==> src/common/mips_pkg.sv <==
`default_nettype none

package mips_pkg;

	localparam int data_w = 32; // Machine word
	localparam int reg_addr_w = 5; // 32 GPRs

	// First fetch address after reset
	localparam logic [data_w-1:0] reset_pc = '0;

	// Primary opcode field, inst[31:26]
	typedef enum logic [5:0] {
		op_rtype = 6'h00, // Uses funct
		op_beq = 6'h04,
		op_addi = 6'h08,
		op_lw = 6'h23,
		op_sw = 6'h2b
	} opcode_e;

	// R-type function field, inst[5:0]
	typedef enum logic [5:0] {
		fn_add = 6'h20
	} funct_e;

	// ALU selection
	typedef enum logic [1:0] {
		alu_add = 2'b00, // Address calc and ADDI
		alu_sub = 2'b01, // BEQ compare
		alu_funct = 2'b10 // Decided by funct
	} aluop_e;

	// Decoded control bits, 9 bits total
	typedef struct packed {
		logic regwrite;
		logic memtoreg; // Writeback from data bus
		logic memread;
		logic memwrite;
		logic isbranch;
		logic regdst; // 1 selects rd, 0 selects rt
		aluop_e aluop;
		logic alusrc; // 1 selects the immediate
	} ctrl_t;

	// Bubble and unknown encodings
	localparam ctrl_t nop_ctrl = '{
		regwrite: 1'b0,
		memtoreg: 1'b0,
		memread: 1'b0,
		memwrite: 1'b0,
		isbranch: 1'b0,
		regdst: 1'b0,
		aluop: alu_add,
		alusrc: 1'b0
	};

endpackage

`default_nettype wire

==> src/common/decode_exec_if.sv <==
`timescale 1ns/1ps
`default_nettype none

// Decode/execute pipeline register contents
interface decode_exec_if;
	logic valid; // Low for bubbles
	mips_pkg::ctrl_t ctrl;
	logic [mips_pkg::data_w-1:0] pc; // Address of this instruction
	logic [mips_pkg::data_w-1:0] rs_val;
	logic [mips_pkg::data_w-1:0] rt_val;
	logic [mips_pkg::data_w-1:0] imm; // Already sign extended
	logic [mips_pkg::reg_addr_w-1:0] dest;

	modport src(
		output valid, ctrl, pc, rs_val, rt_val, imm, dest
	);

	modport dst(
		input valid, ctrl, pc, rs_val, rt_val, imm, dest
	);
endinterface

`default_nettype wire

==> src/rtl/fetch_stage.sv <==
`timescale 1ns/1ps
`default_nettype none

module fetch_stage (
	input logic clk,
	input logic reset,
	input logic stall, // Decode cannot take a word
	input logic redirect,
	input logic [mips_pkg::data_w-1:0] redirect_pc,
	output logic iwb_cyc,
	output logic iwb_stb,
	output logic [mips_pkg::data_w-1:0] iwb_adr,
	input logic [mips_pkg::data_w-1:0] iwb_dat_i,
	input logic iwb_ack,
	output logic inst_valid,
	output logic [mips_pkg::data_w-1:0] inst,
	output logic [mips_pkg::data_w-1:0] inst_pc
);

	logic [mips_pkg::data_w-1:0] pc; // Next address to fetch
	logic [mips_pkg::data_w-1:0] pc_next;
	logic [mips_pkg::data_w-1:0] buf_inst;
	logic [mips_pkg::data_w-1:0] buf_pc;
	logic buf_valid; // One-entry hold buffer
	logic stale; // In-flight word belongs to the flushed path
	logic fetch_hit; // Useful word on the bus this cycle
	logic fetch_ok;

	assign iwb_stb = iwb_cyc;
	assign fetch_hit = iwb_cyc && iwb_ack && !stale;
	assign fetch_ok = !buf_valid || !stall || redirect; // Room for one more word

	always_comb begin
		pc_next = pc;
		if (redirect)
			pc_next = redirect_pc; // Branch target wins
		else if (fetch_hit)
			pc_next = pc + 32'd4;
	end

	// Buffer first to keep program order
	assign inst_valid = buf_valid || fetch_hit;
	assign inst = buf_valid ? buf_inst : iwb_dat_i;
	assign inst_pc = buf_valid ? buf_pc : iwb_adr;

	always_ff @(posedge clk) begin
		if (reset) begin
			pc <= mips_pkg::reset_pc;
			iwb_cyc <= 1'b0;
			buf_valid <= 1'b0;
			stale <= 1'b0;
		end else begin
			pc <= pc_next;
			if (iwb_cyc && iwb_ack)
				iwb_cyc <= 1'b0; // Idle at least one cycle
			else if (!iwb_cyc && fetch_ok)
				iwb_cyc <= 1'b1;
			if (redirect && iwb_cyc && !iwb_ack)
				stale <= 1'b1; // Finish the cycle and drop the word
			else if (iwb_ack)
				stale <= 1'b0;
			if (redirect)
				buf_valid <= 1'b0;
			else if (fetch_hit && stall)
				buf_valid <= 1'b1; // Park it while decode is busy
			else if (buf_valid && !stall)
				buf_valid <= 1'b0;
		end
	end

	always_ff @(posedge clk) begin
		if (!iwb_cyc && fetch_ok)
			iwb_adr <= pc_next; // Held for the whole bus cycle
		if (fetch_hit && stall) begin
			buf_inst <= iwb_dat_i;
			buf_pc <= iwb_adr;
		end
	end

	// A parked word is never overrun by a new fetch
	a_no_overrun: assert property (@(posedge clk) disable iff (reset)
		buf_valid |-> !fetch_hit);
	a_adr_hold: assert property (@(posedge clk) disable iff (reset)
		iwb_stb && !iwb_ack |=> $stable(iwb_adr));

endmodule

`default_nettype wire

==> src/decode/control_unit.sv <==
`timescale 1ns/1ps
`default_nettype none

// Purely combinational, no state
module control_unit (
	input logic [5:0] opcode,
	input logic [5:0] funct,
	output mips_pkg::ctrl_t ctrl
);

	always_comb begin
		ctrl = mips_pkg::nop_ctrl; // Anything unlisted has no effect
		case (mips_pkg::opcode_e'(opcode))
			mips_pkg::op_rtype: begin
				case (mips_pkg::funct_e'(funct))
					mips_pkg::fn_add: begin
						ctrl.regwrite = 1'b1;
						ctrl.regdst = 1'b1; // Result to rd
						ctrl.aluop = mips_pkg::alu_funct;
					end
					default: ctrl = mips_pkg::nop_ctrl;
				endcase
			end
			mips_pkg::op_addi: begin
				ctrl.regwrite = 1'b1;
				ctrl.aluop = mips_pkg::alu_add;
				ctrl.alusrc = 1'b1;
			end
			mips_pkg::op_lw: begin
				ctrl.regwrite = 1'b1;
				ctrl.memtoreg = 1'b1; // Load data, not the address
				ctrl.memread = 1'b1;
				ctrl.aluop = mips_pkg::alu_add;
				ctrl.alusrc = 1'b1;
			end
			mips_pkg::op_sw: begin
				ctrl.memwrite = 1'b1;
				ctrl.aluop = mips_pkg::alu_add;
				ctrl.alusrc = 1'b1; // Base plus offset
			end
			mips_pkg::op_beq: begin
				ctrl.isbranch = 1'b1;
				ctrl.aluop = mips_pkg::alu_sub; // Zero result means equal
			end
			default: ctrl = mips_pkg::nop_ctrl;
		endcase
	end

endmodule

`default_nettype wire

==> src/decode/decode_stage.sv <==
`timescale 1ns/1ps
`default_nettype none

module decode_stage (
	input logic clk,
	input logic reset,
	input logic inst_valid,
	input logic [mips_pkg::data_w-1:0] inst,
	input logic [mips_pkg::data_w-1:0] inst_pc,
	input logic stall_in, // Memory stage busy
	output logic stall_out,
	input logic flush, // Taken branch in execute
	input logic ex_dest_valid,
	input logic [mips_pkg::reg_addr_w-1:0] ex_dest,
	input logic mem_dest_valid,
	input logic [mips_pkg::reg_addr_w-1:0] mem_dest,
	input logic wb_en,
	input logic [mips_pkg::reg_addr_w-1:0] wb_addr,
	input logic [mips_pkg::data_w-1:0] wb_data,
	decode_exec_if.src de
);

	logic [mips_pkg::data_w-1:0] regs [32];
	logic if_valid; // Fetch/decode register
	logic [mips_pkg::data_w-1:0] if_inst;
	logic [mips_pkg::data_w-1:0] if_pc;
	logic [mips_pkg::reg_addr_w-1:0] rs, rt, rd;
	logic [mips_pkg::data_w-1:0] rs_val, rt_val;
	logic hazard;
	mips_pkg::ctrl_t ctrl;

	// Register 0 reads as zero, same-cycle writeback passes through
	function automatic logic [mips_pkg::data_w-1:0] read_reg(
		input logic [mips_pkg::reg_addr_w-1:0] a);
		if (a == '0)
			return '0;
		else if (wb_en && wb_addr == a)
			return wb_data;
		else
			return regs[a];
	endfunction

	assign rs = if_inst[25:21];
	assign rt = if_inst[20:16];
	assign rd = if_inst[15:11];

	control_unit i_control_unit (.opcode(if_inst[31:26]), .funct(if_inst[5:0]), .ctrl(ctrl));

	always_comb begin
		rs_val = read_reg(rs);
		rt_val = read_reg(rt);
		hazard = 1'b0;
		if (if_valid && rs != '0)
			hazard = (ex_dest_valid && ex_dest == rs) || (mem_dest_valid && mem_dest == rs);
		if (if_valid && rt != '0 && ((ex_dest_valid && ex_dest == rt) ||
			(mem_dest_valid && mem_dest == rt)))
			hazard = 1'b1; // RAW on rt
	end

	assign stall_out = stall_in || hazard;

	always_ff @(posedge clk) begin
		if (wb_en)
			regs[wb_addr] <= wb_data;
	end

	always_ff @(posedge clk) begin
		if (reset || flush) begin
			if_valid <= 1'b0;
			de.valid <= 1'b0;
			de.ctrl <= mips_pkg::nop_ctrl;
		end else if (!stall_in) begin
			if (hazard) begin
				de.valid <= 1'b0; // Bubble, hold fetch/decode
				de.ctrl <= mips_pkg::nop_ctrl;
			end else begin
				de.valid <= if_valid;
				de.ctrl <= if_valid ? ctrl : mips_pkg::nop_ctrl;
				if_valid <= inst_valid;
			end
		end
	end

	always_ff @(posedge clk) begin
		if (!stall_out) begin
			if_inst <= inst;
			if_pc <= inst_pc;
			de.pc <= if_pc;
			de.rs_val <= rs_val;
			de.rt_val <= rt_val;
			de.imm <= {{16{if_inst[15]}}, if_inst[15:0]}; // Sign extend
			de.dest <= ctrl.regdst ? rd : rt;
		end
	end

	a_no_r0_write: assert property (@(posedge clk) disable iff (reset)
		wb_en |-> wb_addr != '0);

endmodule

`default_nettype wire

==> src/rtl/execute_stage.sv <==
`timescale 1ns/1ps
`default_nettype none

module execute_stage (
	input logic clk,
	input logic reset,
	decode_exec_if.dst de,
	input logic stall_in,
	output logic redirect,
	output logic [mips_pkg::data_w-1:0] redirect_pc,
	output logic dest_valid,
	output logic [mips_pkg::reg_addr_w-1:0] dest,
	output logic mem_valid,
	output mips_pkg::ctrl_t mem_ctrl,
	output logic [mips_pkg::data_w-1:0] alu_result,
	output logic [mips_pkg::data_w-1:0] store_val,
	output logic [mips_pkg::reg_addr_w-1:0] mem_dest
);

	logic [mips_pkg::data_w-1:0] op_b;
	logic [mips_pkg::data_w-1:0] result;

	assign op_b = de.ctrl.alusrc ? de.imm : de.rt_val;

	always_comb begin
		case (de.ctrl.aluop)
			mips_pkg::alu_sub: result = de.rs_val - op_b; // BEQ compare
			default: result = de.rs_val + op_b; // ADD, ADDI and address calc
		endcase
	end

	// Resolve only when the branch moves on so redirect lasts one cycle
	assign redirect = de.valid && de.ctrl.isbranch && result == '0 && !stall_in;
	assign redirect_pc = de.pc + 32'd4 + {de.imm[29:0], 2'b00};

	assign dest_valid = de.valid && de.ctrl.regwrite; // Feeds the interlock
	assign dest = de.dest;

	always_ff @(posedge clk) begin
		if (reset) begin
			mem_valid <= 1'b0;
			mem_ctrl <= mips_pkg::nop_ctrl;
		end else if (!stall_in) begin
			mem_valid <= de.valid;
			mem_ctrl <= de.ctrl;
		end
	end

	always_ff @(posedge clk) begin
		if (!stall_in) begin
			alu_result <= result;
			store_val <= de.rt_val; // SW data
			mem_dest <= de.dest;
		end
	end

	a_redirect_pulse: assert property (@(posedge clk) disable iff (reset)
		redirect |=> !redirect);

endmodule

`default_nettype wire

==> src/rtl/memory_stage.sv <==
`timescale 1ns/1ps
`default_nettype none

module memory_stage (
	input logic clk,
	input logic reset,
	input logic mem_valid,
	input mips_pkg::ctrl_t mem_ctrl,
	input logic [mips_pkg::data_w-1:0] alu_result,
	input logic [mips_pkg::data_w-1:0] store_val,
	input logic [mips_pkg::reg_addr_w-1:0] mem_dest,
	output logic stall_out,
	output logic dwb_cyc,
	output logic dwb_stb,
	output logic dwb_we,
	output logic [mips_pkg::data_w-1:0] dwb_adr,
	output logic [mips_pkg::data_w-1:0] dwb_dat_o,
	output logic [3:0] dwb_sel,
	input logic [mips_pkg::data_w-1:0] dwb_dat_i,
	input logic dwb_ack,
	output logic wb_en,
	output logic [mips_pkg::reg_addr_w-1:0] wb_addr,
	output logic [mips_pkg::data_w-1:0] wb_data,
	output logic dest_valid,
	output logic [mips_pkg::reg_addr_w-1:0] dest
);

	logic access; // LW or SW in this stage
	logic done; // Instruction leaves at this edge

	assign access = mem_valid && (mem_ctrl.memread || mem_ctrl.memwrite);
	assign done = !access || (dwb_cyc && dwb_ack);
	assign stall_out = !done;

	// Address and data come from the held execute/memory register
	assign dwb_stb = dwb_cyc;
	assign dwb_we = mem_ctrl.memwrite;
	assign dwb_adr = alu_result;
	assign dwb_dat_o = store_val;
	assign dwb_sel = 4'hf; // Word access only

	always_ff @(posedge clk) begin
		if (reset)
			dwb_cyc <= 1'b0;
		else if (dwb_cyc && dwb_ack)
			dwb_cyc <= 1'b0;
		else if (access)
			dwb_cyc <= 1'b1;
	end

	// Writeback on the ack edge or the pass edge
	assign wb_en = mem_valid && mem_ctrl.regwrite && done && mem_dest != '0;
	assign wb_addr = mem_dest;
	assign wb_data = mem_ctrl.memtoreg ? dwb_dat_i : alu_result;

	// A completing write is covered by regfile write-through
	assign dest_valid = mem_valid && mem_ctrl.regwrite && !done;
	assign dest = mem_dest;

	a_we_stable: assert property (@(posedge clk) disable iff (reset)
		dwb_stb && !dwb_ack |=> $stable(dwb_we));

endmodule

`default_nettype wire

==> src/rtl/mips_core.sv <==
`timescale 1ns/1ps
`default_nettype none

module mips_core (
	input logic clk,
	input logic reset,
	output logic iwb_cyc,
	output logic iwb_stb,
	output logic [mips_pkg::data_w-1:0] iwb_adr,
	input logic [mips_pkg::data_w-1:0] iwb_dat_i,
	input logic iwb_ack,
	output logic dwb_cyc,
	output logic dwb_stb,
	output logic dwb_we,
	output logic [mips_pkg::data_w-1:0] dwb_adr,
	output logic [mips_pkg::data_w-1:0] dwb_dat_o,
	output logic [3:0] dwb_sel,
	input logic [mips_pkg::data_w-1:0] dwb_dat_i,
	input logic dwb_ack
);

	logic inst_valid, dec_stall, mem_stall;
	logic [mips_pkg::data_w-1:0] inst, inst_pc;
	logic redirect; // Taken BEQ, also the flush
	logic [mips_pkg::data_w-1:0] redirect_pc;
	logic ex_dest_valid, md_valid, em_valid;
	logic [mips_pkg::reg_addr_w-1:0] ex_dest, md_dest, em_dest;
	mips_pkg::ctrl_t em_ctrl;
	logic [mips_pkg::data_w-1:0] em_result, em_store;
	logic wb_en;
	logic [mips_pkg::reg_addr_w-1:0] wb_addr;
	logic [mips_pkg::data_w-1:0] wb_data;

	decode_exec_if de_bus ();

	fetch_stage i_fetch (.clk, .reset, .stall(dec_stall), .redirect, .redirect_pc,
		.iwb_cyc, .iwb_stb, .iwb_adr, .iwb_dat_i, .iwb_ack, .inst_valid, .inst, .inst_pc);

	decode_stage i_decode (.clk, .reset, .inst_valid, .inst, .inst_pc,
		.stall_in(mem_stall), .stall_out(dec_stall), .flush(redirect),
		.ex_dest_valid, .ex_dest, .mem_dest_valid(md_valid), .mem_dest(md_dest),
		.wb_en, .wb_addr, .wb_data, .de(de_bus.src));

	execute_stage i_execute (.clk, .reset, .de(de_bus.dst), .stall_in(mem_stall),
		.redirect, .redirect_pc, .dest_valid(ex_dest_valid), .dest(ex_dest),
		.mem_valid(em_valid), .mem_ctrl(em_ctrl), .alu_result(em_result),
		.store_val(em_store), .mem_dest(em_dest));

	memory_stage i_memory (.clk, .reset, .mem_valid(em_valid), .mem_ctrl(em_ctrl),
		.alu_result(em_result), .store_val(em_store), .mem_dest(em_dest),
		.stall_out(mem_stall), .dwb_cyc, .dwb_stb, .dwb_we, .dwb_adr, .dwb_dat_o,
		.dwb_sel, .dwb_dat_i, .dwb_ack, .wb_en, .wb_addr, .wb_data,
		.dest_valid(md_valid), .dest(md_dest));

endmodule

`default_nettype wire

==> config.mk <==
export PLATFORM = sky130hd
export DESIGN_NAME = mips_core
export DESIGN_NICKNAME = d
export VERILOG_FILES = /design/src/common/mips_pkg.sv /design/src/common/decode_exec_if.sv /design/src/rtl/fetch_stage.sv /design/src/decode/control_unit.sv /design/src/decode/decode_stage.sv /design/src/rtl/execute_stage.sv /design/src/rtl/memory_stage.sv /design/src/rtl/mips_core.sv
export SDC_FILE = /design/constraint.sdc
export NUM_CORES = 2
export LEC_CHECK = 0
export BUFFER_PORTS_ARGS = -buffer_cell sky130_fd_sc_hd__buf_2
export CAP_MARGIN = 20
export CORE_ASPECT_RATIO = 1.2
export CORE_MARGIN = 4
export CORE_UTILIZATION = 55
export CTS_CLUSTER_SIZE = 14
export DETAILED_ROUTE_END_ITERATION = 7
export GPL_TIMING_DRIVEN = 0
export PLACE_DENSITY = 0.69
export SETUP_SLACK_MARGIN = 0.2
export SLEW_MARGIN = 20
export SYNTH_ARGS = -nofsm -noshare
export SYNTH_HDL_FRONTEND = slang
export SYNTH_SLANG_ARGS = --single-unit
==> constraint.sdc <==
create_clock -name clk -period 28.6 [get_ports clk]
set_input_delay 1.43 -clock clk [delete_from_list [all_inputs] [get_ports clk]]
set_output_delay 1.43 -clock clk [all_outputs]
set_load 0.02 [all_outputs]
==> impl_metrics.ini <==
[run_status]
outcome = completed

[clocking]
cts_tree = yes
cts_sinks = 1419
holdBufCountCts = 0
path_clk_slew_ns = 0.06
cts_resized = 0
cts_setup_buffers = 0
clock_path_buffers = 3
cts_root_buf = clkbuf_16
htree_levels = 4
cts-buffers-inserted = 143
clk_latency_ns = 0.80

[final_layout]
drive_above_1_share_pct = 31.5
design_area_mm2 = 0.0768
syn_to_final_growth_pct = 14.6
fin_util_pct = 63.4
final_cells = 5822
nets = 4233

[drt]
vias = 39600
wirelength_mm = 201
routed_via_density = 6.81
drcViolationCount = 0
wl_per_cell_um = 34.6
postRouteAntennaNets = 0
drtPass1Iterations = 5
dr.first_iter.drc_count = 5045

[worst_hold_path]
hold_path_class = flop to flop
min_to = i_decode.de.pc[14]
holdCritStartpoint = i_decode.if_pc[14]
whs_path_depth = 0

[setup_path]
rr_endpoint = i_fetch.iwb_adr[14]
crit_top_cell = clkbuf_1
cp_slowest_cell = clkbuf_1
crit_path_start_kind = flop
worstPathArrival_ns = 10.67
path_class = flop to flop
reg2reg_depth = 27
endpoint_kind = flop
regToRegSetupSlack_ns = 18.42
rr_startpoint = i_decode.de.ctrl[0]
critPathMaxFanout = 19
required_ns = 29.08
crit_path_max_incr_delay_ns = 0.77

[job]
drv_cap = 0

[synth]
async_flop_share_pct = 0
syn_area_per_cell_um2 = 18.4
yosysWarnings = 0
synth_top_cell_by_area = edfxtp_1
syn_area_mm2 = 0.0670
synth_area_leaders = edfxtp_1 (61%), mux4_2 (22%), mux2_2 (1.8%), ha_1 (1.7%), dfxtp_1 (1.5%)
synth_top_cell_area_share_pct = 61.4
ys_seq_area_share_pct = 62.9
syn_inst = 3646
synth_edf_count = 1370
synth_flop_cell = edfxtp_1
netlist-cell-type-count = 77
ys_seq_elements = 1419

[floorplanning]
dieArea_mm2 = 0.127
die_h_um = 390
rows = 140
io-pin-count = 173
placeableCoreArea_mm2 = 0.121
initial_core_util_pct = 55.3
die_w_um = 327

[pwr]
leakagePower_nw = 25.5
switching_share_pct = 28.1
seq_power_share_pct = 49.2
clock_power_share_pct = 34.1
p_int_mw = 3.86
power.combinational.fraction_pct = 16.7
ir_worst_vdd_uv = 65.2
p_switching_mw = 1.51
finalPower_mw = 5.37
power_per_cell_area_mw_per_mm2 = 69.9

[timing]
rsz0062_at_grt = no
hold_violations = 0
relSlewSlack_pct = 20.8
fin_worst_skew_ns = 0.0370
finalCritPeriodShare_pct = 35.6
whs_ns = 0.413
max_freq_mhz = 98.2
slew_violations = 0
post-route-min-period_ns = 10.18
setup_viol = 0
tightest_slew_ns = 1.18

[placed_design]
numPortBuffers = 167
hpwl_mm = 148
place_inst = 5558
routabilityCongestion = 0.926
dpl_cell_area_mm2 = 0.0722

[global_routing]
grt_usage_pct = 31.8
grt_pass1_vias = 40300
grt_overflow = 0
grt_max_degree = 54
grt_pass1_wl_mm = 286
antenna_found_initial = 4
## per-layer routing
layer | track usage (%) | vias to the layer above | wire length, um
li1 | - | 16200 | -
met1 | 37.7 | 20500 | 67500
met2 | 54.7 | 2351 | 103000
met3 | 6.58 | 579 | 17700
met4 | 17.7 | 2 | 13000
met5 | 0 | - | 9
## final cells by class
class | count | area [um2]
buffer | 242 | 1020
antenna | 2 | 5.00
inverter | 36 | 138
sequential | 1419 | 42100
tap | 1633 | 2040
multi-input combinational | 1983 | 24200
clock buffer | 177 | 3850
clock inverter | 82 | 646
timing repair buffer | 248 | 2800
fill | 8523 | 44400
## critical path: cells and delay by family (launching register included)
kind / cells / cell delay [ns]
adder cells (fa/ha/maj): 2 / 0.52
XOR/XNOR: 2 / 0.29
AND/OR/NAND/NOR: 8 / 3.02
multiplexers: 1 / 0.33
buffers and inverters: 8 / 3.51
AO/OA/AOI/OAI: 6 / 1.68
flip-flops: 1 / 0.44
## logic make-up (layout without fill, tap and decap cells)
kind of cell               count (synthesis)  after routing  synth area share, %
AOI/OAI and AO/OA                        377            377                 3.72
xor gates and xnor gates                 120            120                 1.58
adders and majority gates                 92             92                 1.74
buffers and inverters                    278            785                 1.64
DFF                                     1419           1419                 62.9
muxes                                    827            827                 24.5
other                                      2             38               0.0112
and+or+nand+nor                          531            531                 3.92
## registers in the layout, summed over array words and instances, names as in the netlist, 16 cells and up
name and cells:
i_decode.if_inst 32, i_decode.de.rt_val 32, i_decode.de.rs_val 32, i_decode.de.pc 32, i_decode.if_pc 32, i_fetch.buf_inst 32, i_fetch.buf_pc 32, i_execute.store_val 32
i_decode.regs 1024, i_fetch.pc 32, i_fetch.iwb_adr 32, i_decode.de.imm 16, i_execute.alu_result 32
## layout by cell type (no fill, tap or decap), types with 36 or more instances in the layout
| cell type | synthesis | final |
|---|---|---|
| xnor2_1 | 63 | 63 |
| nor2_1 | 174 | 142 |
| nand3_1 | 51 | 51 |
| nor3_1 | 48 | 48 |
| mux2_2 | 106 | 106 |
| clkbuf_16 | 0 | 148 |
| conb_1 | 2 | 36 |
| xor2_1 | 56 | 56 |
| mux2i_1 | 81 | 81 |
| o21ai_0 | 43 | 43 |
| buf_16 | 0 | 56 |
| dfxtp_1 | 49 | 49 |
| mux4_2 | 640 | 640 |
| nand2_1 | 93 | 93 |
| buf_2 | 9 | 197 |
| a21oi_1 | 86 | 85 |
| a211oi_1 | 84 | 84 |
| ha_1 | 90 | 90 |
| clkbuf_1 | 156 | 168 |
| edfxtp_1 | 1370 | 1370 |
## power by group through the flow
stage               clock network [mW]  registers [mW]  logic, mW
global placement                     0            2.68      0.859
CTS                               1.85            2.64      0.883
global route                      1.94            2.65      0.947
finish                            1.83            2.64      0.896
floorplan                            0            2.69      0.492
detailed placement                   0            2.68      0.880
## how the worst max path moves through the flow
| stage | start | cells past startpoint | slack, ns | to |
|---|---|---|---|---|
| global route | i_decode.de.ctrl[0] | 27 | 17.86 | i_fetch.iwb_adr[14] |
| floorplan | dwb_ack | 3 | 7.35 | i_fetch.buf_inst[0] |
| global placement | i_decode.if_inst[22] | 7 | -14.06 | i_fetch.buf_pc[14] |
| finish | i_decode.de.ctrl[0] | 27 | 18.42 | i_fetch.iwb_adr[14] |
| detailed placement | i_decode.de.ctrl[0] | 27 | 18.41 | i_fetch.iwb_adr[14] |
| CTS | i_decode.de.ctrl[0] | 26 | 18.31 | i_fetch.iwb_adr[17] |
## Yosys cell counts (5+ instances only)
cell type / instances
a211oi_1: 84
a21o_1: 13
a21oi_1: 86
a31oi_1: 11
and2_1: 30
and3_1: 32
buf_1: 66
buf_2: 9
buf_4: 10
clkbuf_1: 156
dfxtp_1: 49
edfxtp_1: 1370
ha_1: 90
inv_1: 36
mux2_2: 106
mux2i_1: 81
mux4_2: 640
nand2_1: 93
nand2b_1: 14
nand3_1: 51
nand3b_1: 6
nand4_1: 19
nor2_1: 174
nor2b_1: 5
nor3_1: 48
nor4_1: 16
o211ai_1: 9
o21a_1: 23
o21ai_0: 43
o21ai_1: 32
o21bai_1: 12
o31ai_1: 8
o41ai_1: 7
or3_1: 6
or4_1: 11
xnor2_1: 63
xor2_1: 56
## per-stage QoR
step,setup TNS (ns),setup slack [ns]
final,0,18.42
after global routing,0,17.86
after CTS,0,18.31
after detailed placement,0,18.41
after global placement,-898.99,-14.06
after floorplan,0,7.35
No activity file was read; power rests on OpenSTA's default activity.
